File: config.mk
export PLATFORM = sky130hd
export DESIGN_NAME = lc4_processor
export DESIGN_NICKNAME = d
export VERILOG_FILES = /design/src/verilog/lc4_isa_pkg.sv /design/src/verilog/lc4_pipe_pkg.sv /design/src/verilog/lc4_alu.sv /design/src/verilog/lc4_branch_unit.sv /design/src/verilog/lc4_decoder.sv /design/src/verilog/lc4_fetch.sv /design/src/verilog/lc4_hazard_unit.sv /design/src/verilog/lc4_processor.sv /design/src/verilog/lc4_regfile.sv /design/src/verilog/lc4_stage_reg.sv
export SDC_FILE = /design/constraint.sdc
export NUM_CORES = 1
export LEC_CHECK = 0
export BUFFER_PORTS_ARGS = -buffer_cell sky130_fd_sc_hd__buf_2
export CAP_MARGIN = 20
export CORE_MARGIN = 4
export CORE_UTILIZATION = 62
export DETAILED_ROUTE_END_ITERATION = 10
export GPL_ROUTABILITY_DRIVEN = 0
export PLACE_DENSITY_LB_ADDON = 0.05
export SYNTH_ARGS = -nofsm -noshare
export SYNTH_HDL_FRONTEND = slang
export SYNTH_SLANG_ARGS = --single-unit
export TNS_END_PERCENT = 30
File: constraint.sdc
create_clock -name gwe -period 5.31 [get_ports gwe]
set_input_delay 0.2655 -clock gwe [delete_from_list [all_inputs] [get_ports gwe]]
set_output_delay 0.2655 -clock gwe [all_outputs]
set_load 0.005 [all_outputs]
File: src/verilog/lc4_isa_pkg.sv
// LC4 instruction encoding for the reduced core
// only the opcodes listed in opcode_t are executed, all others run as NOP
// STR carries its data register in the rd field, bits 11:9
`default_nettype none

package lc4_isa_pkg;

   typedef logic [15:0] word_t;
   typedef logic [2:0]  reg_sel_t;

   // condition bits, N high, Z middle, P low
   typedef logic [2:0]  nzp_t;

   // opcode field values of the kept instructions
   typedef enum logic [3:0] {
      OP_BR    = 4'b0000,
      OP_ARITH = 4'b0001,
      OP_AND   = 4'b0101,
      OP_LDR   = 4'b0110,
      OP_STR   = 4'b0111,
      OP_CONST = 4'b1001
   } opcode_t;

   // field positions
   localparam int OPC_HI = 15;
   localparam int OPC_LO = 12;
   localparam int RD_HI  = 11;
   localparam int RD_LO  = 9;
   localparam int RS_HI  = 8;
   localparam int RS_LO  = 6;
   localparam int RT_HI  = 2;
   localparam int RT_LO  = 0;
   localparam int SUB_HI = 5;
   localparam int SUB_LO = 3;

   // bit 5 set on ARITH means ADD with imm5
   localparam int IMM_SEL_BIT = 5;

   // immediate widths
   localparam int IMM5_W = 5;
   localparam int IMM6_W = 6;
   localparam int IMM9_W = 9;

   // sub-op codes in bits 5:3
   localparam logic [2:0] SUB_ADD = 3'b000;
   localparam logic [2:0] SUB_SUB = 3'b010;
   localparam logic [2:0] SUB_AND = 3'b000;

   // BR with no condition bits, used as the bubble
   localparam word_t NOP_WORD = 16'h0000;

endpackage

`default_nettype wire

File: src/verilog/lc4_pipe_pkg.sv
// pipeline control and stage payload types
// every BUBBLE constant has all control bits clear, so it never writes state
`default_nettype none

package lc4_pipe_pkg;

   typedef enum logic [2:0] {
      ALU_ADD, ALU_SUB, ALU_AND, ALU_ADDI,
      ALU_CONST, ALU_MEMADDR, ALU_BRTARGET, ALU_PASS
   } alu_op_t;

   // operand source in X
   typedef enum logic [1:0] {FWD_REG, FWD_M, FWD_W} fwd_sel_t;

   typedef struct packed {
      logic    rs_re;
      logic    rt_re;
      logic    rd_we;
      logic    nzp_we;
      logic    is_load;
      logic    is_store;
      logic    is_branch;
      alu_op_t alu_op;
   } ctrl_t;

   typedef struct packed {
      lc4_isa_pkg::word_t pc;
      lc4_isa_pkg::word_t insn;
   } fd_t;

   typedef struct packed {
      lc4_isa_pkg::word_t    pc;
      lc4_isa_pkg::word_t    insn;
      ctrl_t                 ctrl;
      lc4_isa_pkg::reg_sel_t rs;
      lc4_isa_pkg::reg_sel_t rt;
      lc4_isa_pkg::reg_sel_t rd;
      lc4_isa_pkg::word_t    rs_data;
      lc4_isa_pkg::word_t    rt_data;
   } dx_t;

   typedef struct packed {
      lc4_isa_pkg::word_t    result;
      lc4_isa_pkg::word_t    store_data;
      lc4_isa_pkg::reg_sel_t rt;
      lc4_isa_pkg::reg_sel_t rd;
      ctrl_t                 ctrl;
   } xm_t;

   typedef struct packed {
      lc4_isa_pkg::word_t    value;
      lc4_isa_pkg::reg_sel_t rd;
      ctrl_t                 ctrl;
   } mw_t;

   localparam ctrl_t CTRL_BUBBLE = '{
      rs_re: 1'b0, rt_re: 1'b0, rd_we: 1'b0, nzp_we: 1'b0,
      is_load: 1'b0, is_store: 1'b0, is_branch: 1'b0, alu_op: ALU_PASS
   };

   localparam fd_t FD_BUBBLE = '{pc: '0, insn: lc4_isa_pkg::NOP_WORD};

   localparam dx_t DX_BUBBLE = '{
      pc: '0, insn: lc4_isa_pkg::NOP_WORD, ctrl: CTRL_BUBBLE,
      rs: '0, rt: '0, rd: '0, rs_data: '0, rt_data: '0
   };

   localparam xm_t XM_BUBBLE = '{
      result: '0, store_data: '0, rt: '0, rd: '0, ctrl: CTRL_BUBBLE
   };

   localparam mw_t MW_BUBBLE = '{value: '0, rd: '0, ctrl: CTRL_BUBBLE};

endpackage

`default_nettype wire

File: src/verilog/lc4_alu.sv
// execute-stage arithmetic, immediates, memory address and branch target
// immediates are taken straight from the instruction word
`timescale 1ns/1ns
`default_nettype none

module lc4_alu (
   input  lc4_isa_pkg::word_t    i_insn,
   input  lc4_isa_pkg::word_t    i_pc,
   input  lc4_isa_pkg::word_t    i_a,
   input  lc4_isa_pkg::word_t    i_b,
   input  lc4_pipe_pkg::alu_op_t i_op,
   output lc4_isa_pkg::word_t    o_result
);
   import lc4_isa_pkg::*;
   import lc4_pipe_pkg::*;

   word_t imm5;
   word_t imm6;
   word_t imm9;

   // sign extension of the three immediate widths
   assign imm5 = {{(16 - IMM5_W){i_insn[IMM5_W-1]}}, i_insn[IMM5_W-1:0]};
   assign imm6 = {{(16 - IMM6_W){i_insn[IMM6_W-1]}}, i_insn[IMM6_W-1:0]};
   assign imm9 = {{(16 - IMM9_W){i_insn[IMM9_W-1]}}, i_insn[IMM9_W-1:0]};

   always_comb begin
      case (i_op)
         ALU_ADD:      o_result = i_a + i_b;
         ALU_SUB:      o_result = i_a - i_b;
         ALU_AND:      o_result = i_a & i_b;
         ALU_ADDI:     o_result = i_a + imm5;
         ALU_CONST:    o_result = imm9;
         // base register plus offset, for LDR and STR
         ALU_MEMADDR:  o_result = i_a + imm6;
         // target relative to the next PC
         ALU_BRTARGET: o_result = i_pc + 16'd1 + imm9;
         default:      o_result = i_a;
      endcase
   end

endmodule

`default_nettype wire

File: src/verilog/lc4_branch_unit.sv
// NZP register and branch decision in X
// NZP is 000 after reset, so no branch is taken until it is set
`timescale 1ns/1ns
`default_nettype none

module lc4_branch_unit (
   input  wire                 gwe,
   input  wire                 i_rst,
   input  lc4_pipe_pkg::ctrl_t i_x_ctrl,
   input  lc4_isa_pkg::nzp_t   i_x_cond,
   input  wire                 i_m_nzp_we,
   input  lc4_isa_pkg::word_t  i_m_value,
   output logic                o_taken
);
   import lc4_isa_pkg::*;

   nzp_t nzp_q;
   nzp_t nzp_new;
   nzp_t nzp_cur;

   // sign of the M-stage final value
   always_comb begin
      if (i_m_value[15]) begin
         nzp_new = 3'b100;
      end else if (i_m_value == '0) begin
         nzp_new = 3'b010;
      end else begin
         nzp_new = 3'b001;
      end
   end

   always_ff @(posedge gwe) begin
      if (i_rst) begin
         nzp_q <= 3'b000;
      end else if (i_m_nzp_we) begin
         nzp_q <= nzp_new;
      end
   end

   // newest value bypassed from M
   assign nzp_cur = i_m_nzp_we ? nzp_new : nzp_q;

   assign o_taken = i_x_ctrl.is_branch && |(i_x_cond & nzp_cur);

endmodule

`default_nettype wire

File: src/verilog/lc4_decoder.sv
// instruction decoder, purely combinational
// opcodes and sub-ops outside the kept subset decode to bubble control
`timescale 1ns/1ns
`default_nettype none

module lc4_decoder (
   input  lc4_isa_pkg::word_t    i_insn,
   output lc4_pipe_pkg::ctrl_t   o_ctrl,
   output lc4_isa_pkg::reg_sel_t o_rs,
   output lc4_isa_pkg::reg_sel_t o_rt,
   output lc4_isa_pkg::reg_sel_t o_rd
);
   import lc4_isa_pkg::*;
   import lc4_pipe_pkg::*;

   opcode_t    opc;
   logic [2:0] sub_op;

   assign opc    = opcode_t'(i_insn[OPC_HI:OPC_LO]);
   assign sub_op = i_insn[SUB_HI:SUB_LO];

   assign o_rs = i_insn[RS_HI:RS_LO];
   assign o_rd = i_insn[RD_HI:RD_LO];
   // store data comes from the rd field
   assign o_rt = (opc == OP_STR) ? i_insn[RD_HI:RD_LO] : i_insn[RT_HI:RT_LO];

   always_comb begin
      o_ctrl = CTRL_BUBBLE;
      case (opc)
         OP_BR: begin
            // BR with nzp 000 is the NOP
            if (i_insn[RD_HI:RD_LO] != 3'b000) begin
               o_ctrl.is_branch = 1'b1;
               o_ctrl.alu_op    = ALU_BRTARGET;
            end
         end
         OP_ARITH: begin
            if (i_insn[IMM_SEL_BIT]) begin
               o_ctrl = '{rs_re: 1'b1, rt_re: 1'b0, rd_we: 1'b1, nzp_we: 1'b1,
                          is_load: 1'b0, is_store: 1'b0, is_branch: 1'b0,
                          alu_op: ALU_ADDI};
            end else if (sub_op == SUB_ADD || sub_op == SUB_SUB) begin
               o_ctrl = '{rs_re: 1'b1, rt_re: 1'b1, rd_we: 1'b1, nzp_we: 1'b1,
                          is_load: 1'b0, is_store: 1'b0, is_branch: 1'b0,
                          alu_op: (sub_op == SUB_ADD) ? ALU_ADD : ALU_SUB};
            end
         end
         OP_AND: begin
            // only the register form, the rest is NOP
            if (sub_op == SUB_AND) begin
               o_ctrl = '{rs_re: 1'b1, rt_re: 1'b1, rd_we: 1'b1, nzp_we: 1'b1,
                          is_load: 1'b0, is_store: 1'b0, is_branch: 1'b0,
                          alu_op: ALU_AND};
            end
         end
         OP_LDR: begin
            o_ctrl = '{rs_re: 1'b1, rt_re: 1'b0, rd_we: 1'b1, nzp_we: 1'b1,
                       is_load: 1'b1, is_store: 1'b0, is_branch: 1'b0,
                       alu_op: ALU_MEMADDR};
         end
         OP_STR: begin
            o_ctrl = '{rs_re: 1'b1, rt_re: 1'b1, rd_we: 1'b0, nzp_we: 1'b0,
                       is_load: 1'b0, is_store: 1'b1, is_branch: 1'b0,
                       alu_op: ALU_MEMADDR};
         end
         OP_CONST: begin
            o_ctrl.rd_we  = 1'b1;
            o_ctrl.nzp_we = 1'b1;
            o_ctrl.alu_op = ALU_CONST;
         end
         default: o_ctrl = CTRL_BUBBLE;
      endcase
   end

endmodule

`default_nettype wire

File: src/verilog/lc4_fetch.sv
// program counter for the fetch stage
// taken wins over stall, the PC steps by one otherwise
`timescale 1ns/1ns
`default_nettype none

module lc4_fetch #(
   parameter lc4_isa_pkg::word_t RESET_PC = 16'h8200
) (
   input  wire                gwe,
   input  wire                i_rst,
   input  wire                i_stall,
   input  wire                i_taken,
   input  lc4_isa_pkg::word_t i_target,
   output lc4_isa_pkg::word_t o_pc
);
   import lc4_isa_pkg::*;

   word_t pc;

   always_ff @(posedge gwe) begin
      if (i_rst) begin
         pc <= RESET_PC;
      end else if (i_taken) begin
         pc <= i_target;
      end else if (!i_stall) begin
         pc <= pc + 16'd1;
      end
   end

   assign o_pc = pc;

   // a load and a branch never share X, so stall and taken are exclusive
   a_taken_target : assert property (@(posedge gwe) disable iff (i_rst)
      i_taken |-> !i_stall && !$isunknown(i_target));

endmodule

`default_nettype wire

File: src/verilog/lc4_hazard_unit.sv
// load-use stall and bypass selects
// M wins over W when both write the same register
// a store's data register never stalls, the W to M path covers it
`timescale 1ns/1ns
`default_nettype none

module lc4_hazard_unit (
   input  lc4_isa_pkg::reg_sel_t  i_d_rs,
   input  lc4_isa_pkg::reg_sel_t  i_d_rt,
   input  lc4_pipe_pkg::ctrl_t    i_d_ctrl,
   input  lc4_pipe_pkg::dx_t      i_x,
   input  lc4_pipe_pkg::xm_t      i_m,
   input  lc4_pipe_pkg::mw_t      i_w,
   output logic                   o_stall,
   output lc4_pipe_pkg::fwd_sel_t o_fwd_a,
   output lc4_pipe_pkg::fwd_sel_t o_fwd_b,
   output logic                   o_fwd_store
);
   import lc4_pipe_pkg::*;

   logic use_rs;
   logic use_rt;

   // D reads the load target right away
   assign use_rs  = i_d_ctrl.rs_re && (i_d_rs == i_x.rd);
   assign use_rt  = i_d_ctrl.rt_re && !i_d_ctrl.is_store && (i_d_rt == i_x.rd);
   assign o_stall = i_x.ctrl.is_load && i_x.ctrl.rd_we && (use_rs || use_rt);

   always_comb begin
      o_fwd_a = FWD_REG;
      if (i_x.ctrl.rs_re) begin
         if (i_m.ctrl.rd_we && i_m.rd == i_x.rs) begin
            o_fwd_a = FWD_M;
         end else if (i_w.ctrl.rd_we && i_w.rd == i_x.rs) begin
            o_fwd_a = FWD_W;
         end
      end
   end

   always_comb begin
      o_fwd_b = FWD_REG;
      if (i_x.ctrl.rt_re) begin
         if (i_m.ctrl.rd_we && i_m.rd == i_x.rt) begin
            o_fwd_b = FWD_M;
         end else if (i_w.ctrl.rd_we && i_w.rd == i_x.rt) begin
            o_fwd_b = FWD_W;
         end
      end
   end

   // store data in M taken from the value W is writing
   assign o_fwd_store = i_m.ctrl.is_store && i_w.ctrl.rd_we && (i_w.rd == i_m.rt);

endmodule

`default_nettype wire

File: src/verilog/lc4_processor.sv
// five-stage pipelined LC4 core, reduced instruction set
// both memories sit outside and answer in the same cycle, no wait states
// dmem address reads 0 when M holds neither a load nor a store
`timescale 1ns/1ns
`default_nettype none

module lc4_processor #(
   parameter lc4_isa_pkg::word_t RESET_PC = 16'h8200
) (
   input  wire                gwe,
   input  wire                i_rst,
   input  lc4_isa_pkg::word_t i_imem_data,
   input  lc4_isa_pkg::word_t i_dmem_rdata,
   output lc4_isa_pkg::word_t o_imem_addr,
   output lc4_isa_pkg::word_t o_dmem_addr,
   output lc4_isa_pkg::word_t o_dmem_wdata,
   output logic               o_dmem_we
);
   import lc4_isa_pkg::*;
   import lc4_pipe_pkg::*;

   fd_t      fd_d, fd_q;
   dx_t      dx_d, dx_q;
   xm_t      xm_d, xm_q;
   mw_t      mw_d, mw_q;
   word_t    f_pc;
   ctrl_t    d_ctrl;
   reg_sel_t d_rs, d_rt, d_rd;
   word_t    d_rs_data, d_rt_data;
   word_t    x_a, x_b, x_result;
   word_t    m_value;
   logic     stall, taken;
   fwd_sel_t fwd_a, fwd_b;
   logic     fwd_store;

   // fetch
   lc4_fetch #(.RESET_PC(RESET_PC)) u_fetch (
      .gwe(gwe), .i_rst(i_rst), .i_stall(stall), .i_taken(taken),
      .i_target(x_result), .o_pc(f_pc)
   );
   assign o_imem_addr = f_pc;
   assign fd_d        = '{pc: f_pc, insn: i_imem_data};

   // stall holds F/D, a taken branch empties it
   lc4_stage_reg #(.T(fd_t), .BUBBLE(FD_BUBBLE)) u_fd (
      .gwe(gwe), .i_rst(i_rst), .i_hold(stall), .i_squash(taken),
      .i_d(fd_d), .o_q(fd_q)
   );

   // decode
   lc4_decoder u_dec (
      .i_insn(fd_q.insn), .o_ctrl(d_ctrl), .o_rs(d_rs), .o_rt(d_rt), .o_rd(d_rd)
   );

   lc4_regfile u_rf (
      .gwe(gwe), .i_rst(i_rst), .i_rs(d_rs), .i_rt(d_rt),
      .i_rd(mw_q.rd), .i_we(mw_q.ctrl.rd_we), .i_wdata(mw_q.value),
      .o_rs_data(d_rs_data), .o_rt_data(d_rt_data)
   );

   assign dx_d = '{pc: fd_q.pc, insn: fd_q.insn, ctrl: d_ctrl, rs: d_rs, rt: d_rt,
                   rd: d_rd, rs_data: d_rs_data, rt_data: d_rt_data};

   // a stalled D leaves a bubble behind it
   lc4_stage_reg #(.T(dx_t), .BUBBLE(DX_BUBBLE)) u_dx (
      .gwe(gwe), .i_rst(i_rst), .i_hold(1'b0), .i_squash(stall || taken),
      .i_d(dx_d), .o_q(dx_q)
   );

   lc4_hazard_unit u_haz (
      .i_d_rs(d_rs), .i_d_rt(d_rt), .i_d_ctrl(d_ctrl),
      .i_x(dx_q), .i_m(xm_q), .i_w(mw_q),
      .o_stall(stall), .o_fwd_a(fwd_a), .o_fwd_b(fwd_b), .o_fwd_store(fwd_store)
   );

   // execute, operand bypass muxes
   always_comb begin
      case (fwd_a)
         FWD_M:   x_a = xm_q.result;
         FWD_W:   x_a = mw_q.value;
         default: x_a = dx_q.rs_data;
      endcase
      case (fwd_b)
         FWD_M:   x_b = xm_q.result;
         FWD_W:   x_b = mw_q.value;
         default: x_b = dx_q.rt_data;
      endcase
   end

   lc4_alu u_alu (
      .i_insn(dx_q.insn), .i_pc(dx_q.pc), .i_a(x_a), .i_b(x_b),
      .i_op(dx_q.ctrl.alu_op), .o_result(x_result)
   );

   // condition bits sit in the rd field of BR
   lc4_branch_unit u_br (
      .gwe(gwe), .i_rst(i_rst), .i_x_ctrl(dx_q.ctrl),
      .i_x_cond(nzp_t'(dx_q.insn[RD_HI:RD_LO])),
      .i_m_nzp_we(xm_q.ctrl.nzp_we), .i_m_value(m_value), .o_taken(taken)
   );

   assign xm_d = '{result: x_result, store_data: x_b, rt: dx_q.rt, rd: dx_q.rd,
                   ctrl: dx_q.ctrl};

   lc4_stage_reg #(.T(xm_t), .BUBBLE(XM_BUBBLE)) u_xm (
      .gwe(gwe), .i_rst(i_rst), .i_hold(1'b0), .i_squash(1'b0),
      .i_d(xm_d), .o_q(xm_q)
   );

   // memory
   assign o_dmem_we    = xm_q.ctrl.is_store;
   assign o_dmem_addr  = (xm_q.ctrl.is_load || xm_q.ctrl.is_store) ? xm_q.result : '0;
   // load result in W feeds a store right behind it
   assign o_dmem_wdata = fwd_store ? mw_q.value : xm_q.store_data;
   assign m_value      = xm_q.ctrl.is_load ? i_dmem_rdata : xm_q.result;

   assign mw_d = '{value: m_value, rd: xm_q.rd, ctrl: xm_q.ctrl};

   lc4_stage_reg #(.T(mw_t), .BUBBLE(MW_BUBBLE)) u_mw (
      .gwe(gwe), .i_rst(i_rst), .i_hold(1'b0), .i_squash(1'b0),
      .i_d(mw_d), .o_q(mw_q)
   );

endmodule

`default_nettype wire

File: src/verilog/lc4_regfile.sv
// eight 16-bit registers, two read ports, one write port
// reads of the register written in the same cycle see the new value
`timescale 1ns/1ns
`default_nettype none

module lc4_regfile (
   input  wire                   gwe,
   input  wire                   i_rst,
   input  lc4_isa_pkg::reg_sel_t i_rs,
   input  lc4_isa_pkg::reg_sel_t i_rt,
   input  lc4_isa_pkg::reg_sel_t i_rd,
   input  wire                   i_we,
   input  lc4_isa_pkg::word_t    i_wdata,
   output lc4_isa_pkg::word_t    o_rs_data,
   output lc4_isa_pkg::word_t    o_rt_data
);
   import lc4_isa_pkg::*;

   word_t regs [8];

   always_ff @(posedge gwe) begin
      if (i_rst) begin
         for (int i = 0; i < 8; i++) begin
            regs[i] <= '0;
         end
      end else if (i_we) begin
         regs[i_rd] <= i_wdata;
      end
   end

   // write-through, W and D share the cycle
   assign o_rs_data = (i_we && i_rd == i_rs) ? i_wdata : regs[i_rs];
   assign o_rt_data = (i_we && i_rd == i_rt) ? i_wdata : regs[i_rt];

endmodule

`default_nettype wire

File: src/verilog/lc4_stage_reg.sv
// pipeline latch for any payload type
// squash and reset load BUBBLE, hold keeps the current value
`timescale 1ns/1ns
`default_nettype none

module lc4_stage_reg #(
   parameter type T      = logic,
   parameter T    BUBBLE = '0
) (
   input  wire gwe,
   input  wire i_rst,
   input  wire i_hold,
   input  wire i_squash,
   input  T    i_d,
   output T    o_q
);

   always_ff @(posedge gwe) begin
      if (i_rst || i_squash) begin
         o_q <= BUBBLE;
      end else if (!i_hold) begin
         o_q <= i_d;
      end
   end

   // callers never hold and squash in the same cycle
   a_hold_squash : assert property (@(posedge gwe) disable iff (i_rst)
      !(i_hold && i_squash));

endmodule

`default_nettype wire
# Word level (Yosys, flattened, before mapping)
# Memory sizes are Yosys's and may differ from the RTL's. A register that Yosys moved wholly into a read port is not among the register bits.
# Cells that the tools add are included.
# totals
register_bits	160
mem_bits_rw	128
in_bits	34
wordCells	126
mem_count	1
# op_classes
addsub	7
eq_ne	24
mux	36
n_bitwise	2
reduce_logical	28
# mem_list
name	words	width	rd	rd_clocked_by_memory_dff	write_ports	line_no	source
u_rf.regs	8	16	2	2	8	lc4_regfile.sv:19	word_t regs [8];
# op_table
op	n
case mux 16 bit (7 select lines)	1
2-to-1 mux 16 bit	6
adder 16 bit	4
case mux 16 bit (2 select lines)	2
adder 16 x 1 -> 16 bit (second input constant)	2
2-to-1 mux 10 bit	3
equality test 3 bit	7
bitwise AND 16 bit	1
zero test 16 bit	1
case mux 2 bit (4 select lines)	2
OR reduction 16 bit	1
subtractor 16 bit	1
case mux 3 bit (5 select lines)	1
2-to-1 mux 2 bit	7
equality test 4 x 3 -> 1 bit (second input constant)	3
logical AND 1 bit	12
2-to-1 mux 3 bit	4
equality test 3 x 2 -> 1 bit (second input constant)	3
equality test 3 bit (second input constant)	3
2-to-1 mux 1 bit	7
zero test 3 bit	2
logical OR 1 bit	6
case mux 2 bit (3 select lines)	1
equality test 2 x 1 -> 1 bit (second input constant)	2
other kinds (13)	15

# Depth between registers and ports, before layout
# logic_depth
depth_word	12
mapped_depth	27
ltp_nobuf	25

# Cells and area by module
# A second synthesis with hierarchy kept.
# hier_totals
cells_unflattened	1868
area_unflattened_um2	20274.4
# modules_own_cells
mod	instances	cells_per_inst	area_each_um2	seq_area_each_um2
lc4_regfile	1	445	7453.4	3843.7
lc4_stage_reg (u_dx)	1	269	3067.9	1661.6
lc4_alu	1	417	2728.9	0.0
lc4_stage_reg (u_xm)	1	157	1774.2	960.9
lc4_processor	1	174	1290.0	0.0
lc4_stage_reg (u_fd)	1	105	1156.1	640.6
lc4_stage_reg (u_mw)	1	95	1079.8	580.6
lc4_fetch	1	108	967.2	320.3
lc4_hazard_unit	1	38	289.0	0.0
lc4_decoder	1	36	265.3	0.0
lc4_branch_unit	1	24	202.7	60.1

# Worst setup path before layout
# OpenSTA, ideal clock, no wires.
# synth_path
path_type	reg-to-reg
startpoint	register u_xm.o_q[11] (netlist name)
endpoint	register u_fetch.pc[15], in the netlist u_fetch.o_pc[15]
setup_time_ns	0.134
t_arrival_ns	4.758
path_slack_ns	0.418
stages_incl_launch_ff	24
cell_sequence	dfxtp_1 -> xor2_1 -> or4_4 -> and4_4 -> buf_6 -> a221oi_4 -> ha_1 -> or3_1 -> o21ai_0 -> a22o_1 -> inv_1 -> ha_1 -> a21oi_1 -> o211ai_1 -> o41ai_1 -> o21ai_1 -> o211a_1 -> o21ai_1 -> nand2b_1 -> a21oi_1 -> xnor2_1 -> a21oi_1 -> o2bb2ai_1 -> a31oi_1
# synth_via
elab_chain_cells	9
elab_cells_between_ends	21
# synth_lines
element	line_no	source
from (decl)	lc4_stage_reg.sv:15	output T o_q
from (signal assigned)	lc4_stage_reg.sv:22	o_q <= i_d;
equality test 3 bit, on equally long branches	lc4_hazard_unit.sv:32, lc4_hazard_unit.sv:43	
logical AND 1 bit, on equally long branches	lc4_hazard_unit.sv:32, lc4_hazard_unit.sv:43	
2-to-1 mux 2 bit, on equally long branches	lc4_hazard_unit.sv:32, lc4_hazard_unit.sv:43	
2-to-1 mux 2 bit, on equally long branches	lc4_hazard_unit.sv:31, lc4_hazard_unit.sv:42	
equality test 2 bit, or another cell as far along	lc4_processor.sv:78	case (fwd_a)
case mux 16 bit (2 select lines), on equally long branches	lc4_processor.sv:78, lc4_processor.sv:83	
adder 16 bit, or another cell as far along	lc4_alu.sv:34	ALU_MEMADDR: o_result = i_a + imm6;
case mux 16 bit (7 select lines) *	lc4_alu.sv:27	case (i_op)
2-to-1 mux 16 bit *	lc4_fetch.sv:23	end else if (i_taken) begin
to (signal assigned)	lc4_fetch.sv:24	pc <= i_target;
to (signal assigned)	lc4_fetch.sv:26	pc <= pc + 16'd1;
to (decl)	lc4_fetch.sv:18	word_t pc;
# Every way passes the cells marked *; elsewhere a longest branch is shown, timed or not.
# A chain may end at the register's enable or synchronous reset.

# Final worst setup path
# Same ends and word-level chain as after synthesis.

==> flow_metrics.env <==
export IMPL_status="complete, no violations"
export IMPL_drc=0
export IMPL_clk_path_buf_depth=3
export IMPL_max_vdd_ir_drop_mv=0.351
export IMPL_grt_pass1_wl_mm=70.4
export IMPL_antenna_found_initial=0
export IMPL_placed_cell_area_mm2=0.0174
export IMPL_hpwl_mm=31.8
export IMPL_firstDrtPassIters=7
export IMPL_finalCritPeriodShare_pct=96.4
export IMPL_required_ns=5.68
export IMPL_finClkSkew_ns=0.0191
export IMPL_clock_sinks=312
export IMPL_cp_startpoint="u_xm.o_q[11]"
export IMPL_holdPathStages=3
export IMPL_tightest_slew_ns=1.07
export IMPL_met2_length_mm=22.9
export IMPL_hold_viol_final=0
export IMPL_insertedDiodeCount=0
export IMPL_rows=59
export IMPL_port_buffers=82
export IMPL_ys_async_sr_fraction_pct=0
export IMPL_core_area_mm2=0.0261
export IMPL_final_net_count=1728
export IMPL_fmax_mhz=195
export IMPL_highest_layer="met4"
export IMPL_relSlewSlack_pct=26.9
export IMPL_crit_arrival_ns=5.49
export IMPL_drt_total_wl_mm=46.4
export IMPL_seq_area_frac_synth_pct=45.7
export IMPL_drive_above_1_share_pct=19.3
export IMPL_die_area_mm2=0.0292
export IMPL_p_seq_share_pct=47.2
export IMPL_overflow=0
export IMPL_grt_pass1_vias=12331
export IMPL_p_leak_nw=7.50
export IMPL_yosysUniqueCellTypes=71
export IMPL_fp_dieW_um=171
export IMPL_grt_use_total_pct=31.0
export IMPL_fp_dieH_um=171
export IMPL_internal_power_mw=4.27
export IMPL_power_switching_mw=1.45
export IMPL_setup_viol=0
export IMPL_ys_warn_count=0
export IMPL_synth_seq_cells=312
export IMPL_syn2layout_area_growth_pct=14.2
export IMPL_worstReg2RegStart="u_xm.o_q[11]"
export IMPL_max_cap_viol_count=0
export IMPL_cts_buffers=34
export IMPL_wl_per_cell_um=23.0
export IMPL_clock_latency_ns=0.51
export IMPL_slowest_stage="or4_4"
export IMPL_synth_edff_count=128
export IMPL_synth_main_ff_cell="dfxtp_1"
export IMPL_clk_pin_slew_worst_paths_ns=0.06
export IMPL_syn_avg_cell_area_um2=10.5
export IMPL_syn_inst=1566
export IMPL_min_path_type="in2reg"
export IMPL_p_per_area_mw_per_mm2=304
export IMPL_synth_nets=1634
export IMPL_viasPerCell=6.28
export IMPL_crit_path_end_kind="flop"
export IMPL_initial_utilization_pct=63.0
export IMPL_path_class="reg2reg"
export IMPL_drtAntennaViolNets=0
export IMPL_drt_iter0_drc=1416
export IMPL_whs_ns=0.0183
export IMPL_rsz0062_at_grt="yes"
export IMPL_vias=12679
export IMPL_r2r_cells=26
export IMPL_io_pins=83
export IMPL_clockPowerShare_pct=40.8
export IMPL_wl_met1_mm=18.7
export IMPL_cp_common_cell="a21oi_1"
export IMPL_p_comb_share_pct=11.9
export IMPL_cts_root_buf="clkbuf_16"
export IMPL_p_sw_share_pct=25.3
export IMPL_crit_fanout=5
export IMPL_grt_max_degree=49
export IMPL_critPathMaxStageDelay_ns=0.58
export IMPL_min_delay_start="i_dmem_rdata[11]"
export IMPL_fin_area_mm2=0.0188
export IMPL_syn_cell_area_mm2=0.0165
export IMPL_p_total_mw=5.72
export IMPL_slew_viol_final=0
export IMPL_wl_met3_mm=3.34
export IMPL_start_kind="flop"
export IMPL_fin_crit_ns=5.12
export IMPL_htreeDepth=2
export IMPL_cts_tree="built"
## cells in the mapped netlist (all sizes together) (26+ instances only)
| cell | count | share of area, % |
|---|---|---|
| nor2 | 192 | 4.4 |
| dfxtp | 184 | 22 |
| and2 | 174 | 6.6 |
| edfxtp | 128 | 23 |
| clkbuf | 89 | 2.0 |
| mux2i | 84 | 5.1 |
| nand2 | 70 | 1.6 |
| mux4 | 64 | 8.7 |
| a21oi | 56 | 1.7 |
| o21ai | 55 | 1.7 |
| xnor2 | 50 | 2.7 |
| a211oi | 42 | 1.9 |
| nor2b | 40 | 1.5 |
| ha | 32 | 2.4 |
| inv | 26 | 0.59 |
## metal layers
layer | track usage, % | vias up
li1 | - | 5866
met1 | 41.1 | 6130
met2 | 53.4 | 572
met3 | 4.16 | 111
met4 | 9.51 | 0
met5 | 0 | -
## layout make-up
| type | instances | area [µm²] |
|---|---|---|
| Multi-Input combinational cell | 1120 | 8570 |
| Tap cell | 335 | 419 |
| Inverter | 28 | 105 |
| Sequential cell | 312 | 7530 |
| Clock inverter | 12 | 97.6 |
| Timing Repair Buffer | 164 | 1090 |
| Clock buffer | 47 | 1000 |
| Fill cell | 1848 | 7320 |
## stage by stage
step                      std cells  worst slack (ns)  util (%)  TNS [ns]
after CTS                      2006             0.121      71.2         0
after global placement         1932             0.302      66.4         0
after detailed placement       1932             0.134      66.4         0
final                          2018             0.190      72.0         0
after floorplan                1566             0.418         -         0
after global routing           2018           -0.0882      72.0    -0.170
## critical path, delay by kind of cell, from the launching register on
kind,cells,cell delay [ns]
compound gates,15,2.23
simple gates,5,1.26
buf+inv,3,0.49
fa+ha+maj,1,0.36
flops,1,0.33
xor+xnor,2,0.33
## state kept, by name, indices dropped and copies added (netlist names)
register,flops
u_fd.o_q,32
u_mw.o_q,20
u_br.nzp_q,3
u_xm.o_q,41
u_fetch.o_pc,16
u_dx.o_q,72
u_rf.regs,128
## timing repair
item | 4_1_cts | 5_1_grt
hold buffers | 15 | 0
endpoints found under the setup margin | 0 | 3
resized for setup | 0 | 19
buffers inserted | 0 | 10
hold endpoints to repair | 15 | 0
## power groups by stage
| stage | registers, mW | clock network, mW | logic, mW |
|---|---|---|---|
| 2_1_floorplan | 2.69 | 0 | 0.473 |
| 4_1_cts | 2.69 | 2.36 | 0.653 |
| 3_5_place_dp | 2.74 | 0 | 0.640 |
| 6_report | 2.70 | 2.33 | 0.681 |
| 3_3_place_gp | 2.74 | 0 | 0.630 |
| 5_1_grt | 2.71 | 2.45 | 0.733 |
## cells by family (layout without fill, tap and decap cells)
family,after synthesis,after routing,synth area share (%)
AND/OR/NAND/NOR,586,587,18.3
flip-flops,312,312,45.7
AO/OA/AOI/OAI,265,265,11.5
multiplexers,168,168,15.2
buffers and inverters,135,251,3.16
XOR/XNOR,66,66,3.51
adder cells (fa/ha/maj),34,34,2.67
## cell usage in the layout (no fill, tap or decap), types with 8 or more instances in the layout
cell type,synthesis,routed
nor2_1,192,192
dfxtp_1,184,181
and2_1,174,174
edfxtp_1,128,128
buf_2,5,82
mux2i_1,84,81
nand2_1,70,69
mux4_2,64,64
buf_4,0,63
a21oi_1,56,53
xnor2_1,50,50
a211oi_1,42,42
nor2b_1,40,40
clkbuf_16,0,37
o21ai_0,43,36
ha_1,32,31
inv_1,26,26
nand3_1,21,21
nand2b_1,20,20
nor3_1,22,20
mux2_2,20,20
a22oi_1,18,18
o21ai_1,12,18
xor2_1,16,16
dlygate4sd3_1,0,15
a221oi_1,11,11
nand4_1,10,10
a221o_1,8,8
## final timing paths
| kind | end | slack, ns |
|---|---|---|
| max | u_fetch.o_pc[15] | 0.19 |
| min | u_mw.o_q[24] | 0.02 |
| max reg2reg | u_fetch.o_pc[15] | 0.19 |
| min reg2reg | u_xm.o_q[4] | 0.43 |
Power figures use the tool's default switching activity.
